==> src/common/tcdm_ecc_cfg.svh <==
/* widths for the ECC-protected TCDM path; TCDM_DW must be a multiple of TCDM_CHUNK
   and TCDM_DEPTH must equal 2**TCDM_AW */
`ifndef TCDM_ECC_CFG_SVH
`define TCDM_ECC_CFG_SVH

`define TCDM_DW       64
`define TCDM_CHUNK    32
`define TCDM_NCHUNK   (`TCDM_DW / `TCDM_CHUNK)
`define TCDM_AW       8
`define TCDM_BW       (`TCDM_DW / 8)
`define TCDM_UW       2
`define TCDM_DEPTH    256

// hsiao check widths are clog2(k) + 2
`define TCDM_EW_DW    ($clog2(`TCDM_CHUNK) + 2)
`define TCDM_RQMETAW  (`TCDM_AW + 1 + `TCDM_BW + `TCDM_UW)
`define TCDM_EW_RQ    ($clog2(`TCDM_RQMETAW) + 2)
`define TCDM_RSMETAW  (1 + `TCDM_UW)
`define TCDM_EW_RS    ($clog2(`TCDM_RSMETAW) + 2)
`define TCDM_CWW      (`TCDM_CHUNK + `TCDM_EW_DW)                 // one stored chunk
`define TCDM_ECCW     (`TCDM_NCHUNK * `TCDM_EW_DW + `TCDM_EW_RQ) // request ecc field
`define TCDM_RECCW    (`TCDM_NCHUNK * `TCDM_EW_DW + `TCDM_EW_RS) // response ecc field

`endif

==> src/common/tcdm_ecc_pkg.sv <==
/* shared codeword and error types; hsiao_col supports check widths up to 16 bits */
`include "tcdm_ecc_cfg.svh"

package tcdm_ecc_pkg;

  typedef struct packed {
    logic [`TCDM_EW_DW-1:0] ecc;
    logic [`TCDM_CHUNK-1:0] data;
  } chunk_cw_t;

  // raw view for fault masking, field view for check and data
  typedef union packed {
    logic [`TCDM_CWW-1:0] raw;
    chunk_cw_t            f;
  } chunk_cw_u;

  typedef struct packed {
    logic multi;
    logic single; // bit 0
  } ecc_err_t;

  // idx-th odd-weight column of weight >= 3, in ascending weight then value
  function automatic logic [15:0] hsiao_col(input int unsigned idx, input int unsigned pw);
    int unsigned n;
    logic [15:0] col;
    n   = 0;
    col = '0;
    for (int unsigned w = 3; w <= pw; w += 2) begin
      for (int unsigned v = 0; v < (32'd1 << pw); v++) begin
        if ($countones(v) == w) begin
          if (n == idx) col = v[15:0];
          n++;
        end
      end
    end
    return col;
  endfunction

endpackage

==> src/common/tcdm_ecc_if.sv <==
/* TCDM request/response with ECC; no r_ready, the target always answers one cycle
   after a transfer */
`timescale 1ns/10ps
`include "tcdm_ecc_cfg.svh"

interface tcdm_ecc_if;

  // request
  logic                   req;
  logic                   gnt;
  logic [`TCDM_AW-1:0]    add;
  logic                   wen;  // 1 = read
  logic [`TCDM_DW-1:0]    data;
  logic [`TCDM_BW-1:0]    be;
  logic [`TCDM_UW-1:0]    user;
  logic [`TCDM_ECCW-1:0]  ecc;  // data checks above metadata checks

  // response
  logic                   r_valid;
  logic [`TCDM_DW-1:0]    r_data;
  logic                   r_opc;  // 1 = dropped on metadata error
  logic [`TCDM_UW-1:0]    r_user;
  logic [`TCDM_RECCW-1:0] r_ecc;

  modport initiator (
    output req, add, wen, data, be, user, ecc,
    input  gnt, r_valid, r_data, r_opc, r_user, r_ecc
  );

  modport target (
    input  req, add, wen, data, be, user, ecc,
    output gnt, r_valid, r_data, r_opc, r_user, r_ecc
  );

endinterface

==> src/hw/hsiao_enc.sv <==
/* SEC-DED encoder, cw_o = {check, data}; prot_width must offer data_width odd-weight
   columns of weight 3 or more */
`timescale 1ns/10ps

module hsiao_enc #(
  parameter int unsigned data_width = 32,
  parameter int unsigned prot_width = 7
) (
  input  logic [data_width-1:0]            data_i,
  output logic [data_width+prot_width-1:0] cw_o
);

  logic [data_width-1:0][prot_width-1:0] contrib;
  logic [prot_width-1:0]                 chk;

  for (genvar i = 0; i < data_width; i++) begin : g_col
    localparam logic [prot_width-1:0] col =
      prot_width'(tcdm_ecc_pkg::hsiao_col(i, prot_width));
    assign contrib[i] = {prot_width{data_i[i]}} & col;
  end

  always_comb begin
    chk = '0;
    for (int i = 0; i < data_width; i++) begin
      chk ^= contrib[i];
    end
  end

  assign cw_o = {chk, data_i};

endmodule

==> src/hw/hsiao_dec.sv <==
/* SEC-DED decoder for the hsiao_enc code with cw_i = {check, data}; a corrupted check
   bit is flagged as single but data_o is unaffected */
`timescale 1ns/10ps

module hsiao_dec #(
  parameter int unsigned data_width = 32,
  parameter int unsigned prot_width = 7
) (
  input  logic [data_width+prot_width-1:0] cw_i,
  output logic [data_width-1:0]            data_o,
  output tcdm_ecc_pkg::ecc_err_t           err_o
);

  logic [data_width-1:0]                 data_in;
  logic [prot_width-1:0]                 chk_in;
  logic [data_width-1:0][prot_width-1:0] contrib;
  logic [prot_width-1:0]                 syndrome;
  logic [data_width-1:0]                 hit;
  logic                                  chk_hit;

  assign {chk_in, data_in} = cw_i;

  for (genvar i = 0; i < data_width; i++) begin : g_col
    localparam logic [prot_width-1:0] col =
      prot_width'(tcdm_ecc_pkg::hsiao_col(i, prot_width));
    assign contrib[i] = {prot_width{data_in[i]}} & col;
    assign hit[i]     = (syndrome == col);  // syndrome points at this data bit
  end

  always_comb begin
    syndrome = chk_in;
    for (int i = 0; i < data_width; i++) begin
      syndrome ^= contrib[i];
    end
  end

  assign chk_hit = ($countones(syndrome) == 1); // flip in a check bit

  assign data_o       = data_in ^ hit;
  assign err_o.single = (|hit) | chk_hit;
  assign err_o.multi  = (syndrome != '0) & ~err_o.single;

  // distinct columns mean a syndrome names at most one data bit
  always_comb begin : p_err_excl
    assert ($onehot0(hit))
      else $error("hsiao_dec: more than one data column matches the syndrome");
  end

endmodule

==> src/hw/ecc_bridge/ecc_bridge.sv <==
/* core-side ECC bridge; encodes data chunks and request metadata, decodes the
   response. The error outputs are meaningful only while r_valid_o is high */
`timescale 1ns/10ps
`include "tcdm_ecc_cfg.svh"

module ecc_bridge (
  input  logic                      req_i,
  input  logic [`TCDM_AW-1:0]       add_i,
  input  logic                      wen_i,
  input  logic [`TCDM_DW-1:0]       data_i,
  input  logic [`TCDM_BW-1:0]       be_i,
  input  logic [`TCDM_UW-1:0]       user_i,
  output logic                      gnt_o,
  output logic                      r_valid_o,
  output logic [`TCDM_DW-1:0]       r_data_o,
  output logic                      r_opc_o,
  output logic [`TCDM_UW-1:0]       r_user_o,
  output logic [`TCDM_NCHUNK-1:0]   r_data_single_err_o,
  output logic [`TCDM_NCHUNK-1:0]   r_data_multi_err_o,
  output logic                      r_meta_single_err_o,
  output logic                      r_meta_multi_err_o,
  tcdm_ecc_if.initiator             mem
);

  tcdm_ecc_pkg::chunk_cw_t [`TCDM_NCHUNK-1:0] data_cw;
  tcdm_ecc_pkg::ecc_err_t  [`TCDM_NCHUNK-1:0] data_err;
  tcdm_ecc_pkg::ecc_err_t                     meta_err;
  logic [`TCDM_RQMETAW+`TCDM_EW_RQ-1:0]       meta_cw;
  logic [`TCDM_RSMETAW-1:0]                   r_meta_fix;

  // request side
  for (genvar ii = 0; ii < `TCDM_NCHUNK; ii++) begin : g_chunk
    hsiao_enc #(
      .data_width ( `TCDM_CHUNK ),
      .prot_width ( `TCDM_EW_DW )
    ) i_data_enc (
      .data_i ( data_i[ii*`TCDM_CHUNK +: `TCDM_CHUNK] ),
      .cw_o   ( data_cw[ii]                           )
    );

    assign mem.data[ii*`TCDM_CHUNK +: `TCDM_CHUNK]              = data_cw[ii].data;
    assign mem.ecc[`TCDM_EW_RQ + ii*`TCDM_EW_DW +: `TCDM_EW_DW] = data_cw[ii].ecc;

    // response side, one decoder per chunk
    hsiao_dec #(
      .data_width ( `TCDM_CHUNK ),
      .prot_width ( `TCDM_EW_DW )
    ) i_data_dec (
      .cw_i   ( {mem.r_ecc[`TCDM_EW_RS + ii*`TCDM_EW_DW +: `TCDM_EW_DW],
                 mem.r_data[ii*`TCDM_CHUNK +: `TCDM_CHUNK]} ),
      .data_o ( r_data_o[ii*`TCDM_CHUNK +: `TCDM_CHUNK]     ),
      .err_o  ( data_err[ii]                                )
    );

    assign r_data_single_err_o[ii] = data_err[ii].single;
    assign r_data_multi_err_o[ii]  = data_err[ii].multi;
  end

  hsiao_enc #(
    .data_width ( `TCDM_RQMETAW ),
    .prot_width ( `TCDM_EW_RQ   )
  ) i_meta_enc (
    .data_i ( {add_i, wen_i, be_i, user_i} ),
    .cw_o   ( meta_cw                      )
  );

  assign {mem.add, mem.wen, mem.be, mem.user} = meta_cw[`TCDM_RQMETAW-1:0];
  assign mem.ecc[`TCDM_EW_RQ-1:0]             = meta_cw[`TCDM_RQMETAW +: `TCDM_EW_RQ];

  // r_opc / r_user
  hsiao_dec #(
    .data_width ( `TCDM_RSMETAW ),
    .prot_width ( `TCDM_EW_RS   )
  ) i_meta_dec (
    .cw_i   ( {mem.r_ecc[`TCDM_EW_RS-1:0], mem.r_opc, mem.r_user} ),
    .data_o ( r_meta_fix                                        ),
    .err_o  ( meta_err                                          )
  );

  assign {r_opc_o, r_user_o} = r_meta_fix;
  assign r_meta_single_err_o = meta_err.single;
  assign r_meta_multi_err_o  = meta_err.multi;

  // plain strobes pass straight through
  assign mem.req   = req_i;
  assign gnt_o     = mem.gnt;
  assign r_valid_o = mem.r_valid;

endmodule

==> src/flat_wrapper.sv <==
// flat-port wrapper written by rule: the top's interface ports become plain ports
module ecc_bridge_flat 
  (req_i, add_i, wen_i, data_i, be_i, user_i, gnt_o, r_valid_o, r_data_o, r_opc_o, r_user_o, r_data_single_err_o, r_data_multi_err_o, r_meta_single_err_o, r_meta_multi_err_o, mem_req, mem_add, mem_wen, mem_data, mem_be, mem_user, mem_ecc, mem_gnt, mem_r_valid, mem_r_data, mem_r_opc, mem_r_user, mem_r_ecc);
  tcdm_ecc_if mem_i ();
  input  logic req_i;
  input  logic [`TCDM_AW-1:0] add_i;
  input  logic wen_i;
  input  logic [`TCDM_DW-1:0] data_i;
  input  logic [`TCDM_BW-1:0] be_i;
  input  logic [`TCDM_UW-1:0] user_i;
  output logic gnt_o;
  output logic r_valid_o;
  output logic [`TCDM_DW-1:0] r_data_o;
  output logic r_opc_o;
  output logic [`TCDM_UW-1:0] r_user_o;
  output logic [`TCDM_NCHUNK-1:0] r_data_single_err_o;
  output logic [`TCDM_NCHUNK-1:0] r_data_multi_err_o;
  output logic r_meta_single_err_o;
  output logic r_meta_multi_err_o;
  output wire logic [$bits(mem_i.req)-1:0] mem_req;
  output wire logic [$bits(mem_i.add)-1:0] mem_add;
  output wire logic [$bits(mem_i.wen)-1:0] mem_wen;
  output wire logic [$bits(mem_i.data)-1:0] mem_data;
  output wire logic [$bits(mem_i.be)-1:0] mem_be;
  output wire logic [$bits(mem_i.user)-1:0] mem_user;
  output wire logic [$bits(mem_i.ecc)-1:0] mem_ecc;
  input wire logic [$bits(mem_i.gnt)-1:0] mem_gnt;
  input wire logic [$bits(mem_i.r_valid)-1:0] mem_r_valid;
  input wire logic [$bits(mem_i.r_data)-1:0] mem_r_data;
  input wire logic [$bits(mem_i.r_opc)-1:0] mem_r_opc;
  input wire logic [$bits(mem_i.r_user)-1:0] mem_r_user;
  input wire logic [$bits(mem_i.r_ecc)-1:0] mem_r_ecc;
  assign mem_req = mem_i.req;
  assign mem_add = mem_i.add;
  assign mem_wen = mem_i.wen;
  assign mem_data = mem_i.data;
  assign mem_be = mem_i.be;
  assign mem_user = mem_i.user;
  assign mem_ecc = mem_i.ecc;
  assign mem_i.gnt = mem_gnt;
  assign mem_i.r_valid = mem_r_valid;
  assign mem_i.r_data = mem_r_data;
  assign mem_i.r_opc = mem_r_opc;
  assign mem_i.r_user = mem_r_user;
  assign mem_i.r_ecc = mem_r_ecc;
  ecc_bridge u_core (.req_i(req_i), .add_i(add_i), .wen_i(wen_i), .data_i(data_i), .be_i(be_i), .user_i(user_i), .gnt_o(gnt_o), .r_valid_o(r_valid_o), .r_data_o(r_data_o), .r_opc_o(r_opc_o), .r_user_o(r_user_o), .r_data_single_err_o(r_data_single_err_o), .r_data_multi_err_o(r_data_multi_err_o), .r_meta_single_err_o(r_meta_single_err_o), .r_meta_multi_err_o(r_meta_multi_err_o), .mem(mem_i));
endmodule
==> config.mk <==
export PLATFORM = sky130hd
export DESIGN_NAME = ecc_bridge_flat
export DESIGN_NICKNAME = d
export VERILOG_FILES = /design/src/common/tcdm_ecc_pkg.sv /design/src/common/tcdm_ecc_if.sv /design/src/hw/hsiao_enc.sv /design/src/hw/hsiao_dec.sv /design/src/hw/ecc_bridge/ecc_bridge.sv /design/src/flat_wrapper.sv
export VERILOG_INCLUDE_DIRS = /design/src /design/src/common
export SDC_FILE = /design/constraint.sdc
export NUM_CORES = 1
export LEC_CHECK = 0
export ABC_AREA = 1
export BUFFER_PORTS_ARGS = -buffer_cell sky130_fd_sc_hd__buf_2
export CAP_MARGIN = 20
export CORE_UTILIZATION = 40
export DETAILED_ROUTE_END_ITERATION = 10
export PLACE_DENSITY_LB_ADDON = 0.05
export SYNTH_ARGS = -nofsm -noshare
export SYNTH_HDL_FRONTEND = slang
export SYNTH_SLANG_ARGS = --single-unit
==> constraint.sdc <==
create_clock -name vclk -period 5.24
set_input_delay 0.262 -clock vclk [all_inputs]
set_output_delay 0.262 -clock vclk [all_outputs]
set_load 0.03 [all_outputs]
==> flow_summary_export.csv <==
group,metric,value,unit
yosys,seq_area_frac_synth,0,%
worst_hold_path,worstHoldStart,"mem_r_valid",
setup_path,crit_path_start,"mem_r_data[0]",
power_and_ir_drop,seqPwrFrac,0,%
grt,grt-ovfl-total,0,
routing,routedWlPerCell,13.7,um
cells_and_area,drive_gt1_share,28.6,%
grt,grt_max_degree,10,
routing,dr_wl_met2,10900,um
setup_path,worst_setup_path_end_kind,"output port",
cells_and_area,postLayoutCellArea,0.00832,sq mm
routing,ant_nets,0,
cells_and_area,nClkBuffers,0,
yosys,synth_cell_type_count,30,
yosys,synth_top_family_by_area,"XOR/XNOR gates",
yosys,yosys.area_share.adder,4.85,%
floorplan,io_pins,351,
yosys,synthXorXnorAreaFrac,49.2,%
timing,setup_viol,0,
place,dp_hpwl,20000,um
place,gp_congestion,0.885,
timing,tightest_slew,0.533,ns
yosys,syn_area,0.00706,sq mm
routing,vias,7203,
place,dp_slack,0.491,ns
floorplan,core-area,0.0173,sq mm
power_and_ir_drop,finalPower,0.00254,W
yosys,synth_compound_area_share,0.354,%
timing,grt_setup_unrepaired,"no",
timing,slew_violations,0,
timing,hold_viol_final,0,
grt,grt.total_usage,22.9,%
floorplan,die-area,0.0182,sq mm
setup_path,crit_arrival,4.48,ns
routing,totalWireLength,21800,um
yosys,synth_warnings,0,
setup_path,cp_max_fo,5,
power_and_ir_drop,p_comb_share,100.0,%
routing,route.detailed.drc,0,
yosys,syn_avg_cell_area,6.26,sq um
worst_hold_path,hp-class,"in2out",
cells_and_area,final_util,48.1,%
power_and_ir_drop,leakage,4.56,nW
place,place_area,0.00831,sq mm
clock_network,postCtsHoldBufs,0,
power_and_ir_drop,p_clk_share,0,%
floorplan,start_util,40.8,%
cells_and_area,nNetsFinal,1561,
timing,finalCritPeriodShare,90.5,%
timing,tns,0,ns
routing,highest_layer,"met4",
routing,vias_per_cell,4.52,
worst_hold_path,holdPathStages,0,
power_and_ir_drop,p_int,0.000863,W
routing,first_pass_iters,5,
routing,drt_first_iter_violations,242,
floorplan,die_y,135,um
place,port_buffers,344,
setup_path,cp-start-kind,"input pin",
grt,antenna_found_initial,1,
cells_and_area,seq_cells,0,
flow_run,drv_cap,0,
yosys,synth_fp_nets,1321,
setup_path,crit_required,4.98,ns
power_and_ir_drop,vdd_ir_drop_max,517,uV
cells_and_area,seq_area,0,sq um
yosys,synthMuxAreaShare,0.159,%
yosys,synth-simple-area-share,28.5,%
grt,grt_pass1_vias,6464,
power_and_ir_drop,swShare,66.0,%
timing,worst_slack,0.500,ns
power_and_ir_drop,power_density,306,mW/mm^2
cells_and_area,syn_to_final_growth,17.8,%
yosys,syn_inst,1128,
timing,period_minus_slack,4.74,ns
routing,met3WireLength,1070,um
clock_network,cts_setup_buffers,0,
timing,max_freq,211,MHz
grt,grt_pass1_wl,33000,um
floorplan,rows,48,
power_and_ir_drop,p_switching,0.00168,W
floorplan,die_w,135,um
clock_network,cts-resized-gates,0,
timing,relSlewSlack,64.2,%
run_status,outcome,"completed",
routing,drt-met1-wl,9510,um
setup_path,critPathKind,"in2out",
cell type report:
class | instances | area [sq um]
diodes | 1 | 2.50
multi-input cells | 905 | 5870
inverters | 117 | 439
repair buffers | 344 | 1720
well taps | 225 | 282
fillers | 1931 | 8980
synthesized netlist by cell type (9+ instances only):
cell type,number,area [sq um]
nand2_1,320,1200
buf_4,88,661
xor2_1,170,1490
buf_2,15,75.1
nor2_2,11,68.8
xnor2_1,225,1970
ha_1,13,163
nor2_1,62,233
fa_1,9,180
nand3_1,49,245
inv_1,101,379
nand2_2,14,87.6
inv_2,16,60.1
cells by family (layout without fill, tap and decap cells):
group                    Yosys count  count (layout)
AO/OA/AOI/OAI                      4               4
XOR/XNOR                         396             396
adder cells (fa/ha/maj)           22              22
buffers and inverters            223             461
multiplexers                       1               1
other                              1               2
AND/OR/NAND/NOR                  481             481
power by group through the flow:
| stage | combinational [W] | sequential (W) | clock [W] |
|---|---|---|---|
| 2_1_floorplan | 0.00195 | 0 | 0 |
| 3_3_place_gp | 0.00255 | 0 | 0 |
| 3_5_place_dp | 0.00255 | 0 | 0 |
| 4_1_cts | 0.00256 | 0 | 0 |
| 5_1_grt | 0.00280 | 0 | 0.0000000000255 |
| 6_report | 0.00254 | 0 | 0.0000000000255 |
per-layer routing:
metal  global-route usage (%)  up-vias
met3                     1.01       18
met1                     29.4     3188
li1                         -     3747
met4                     3.12        0
met2                     42.9      250
met5                        0        -
critical path: stages:
cell and delay, ns:
buf_2 0.18, xor2_1 0.25, xnor2_1 0.17, xor2_1 0.18, xor2_1 0.19, xor2_1 0.37, fa_1 0.48, inv_1 0.09
fa_1 0.41, fa_1 0.46, fa_1 0.47, or3b_2 0.46, nand2_1 0.08, nor2_1 0.04, nand3_1 0.09, nor2_2 0.04
nand2_2 0.06, nor2_2 0.03, buf_2 0.18
placed cells by master, fill, tap and decap left out, drive strengths merged:
cell     Yosys  layout
nor3b        1       1
xor2       171     171
nand3b       7       7
inv        117     117
o21ai        1       1
xnor2      225     225
buf        103     344
nand2      335     335
a21oi        1       1
nor3         2       2
nor4         2       2
o2111ai      1       1
diode        0       1
nor2        73      73
fa           9       9
mux2         1       1
ha          13      13
nand4        6       6
conb         1       1
and2         3       3
a31oi        1       1
or3b         2       2
nand3       50      50
worst paths after layout:
kind,end,slack [ns]
setup / recovery,r_data_multi_err_o[0],0.50
hold / removal,r_valid_o,0.52
metrics by stage:
stage | hold WS (ns) | std cells
floorplan | 0.656 | 1128
global placement | 0.524 | 1591
detailed placement | 0.524 | 1591
CTS | 0.524 | 1591
global route | 0.524 | 1592
finish | 0.524 | 1592
(Power assumes the default switching activity.)
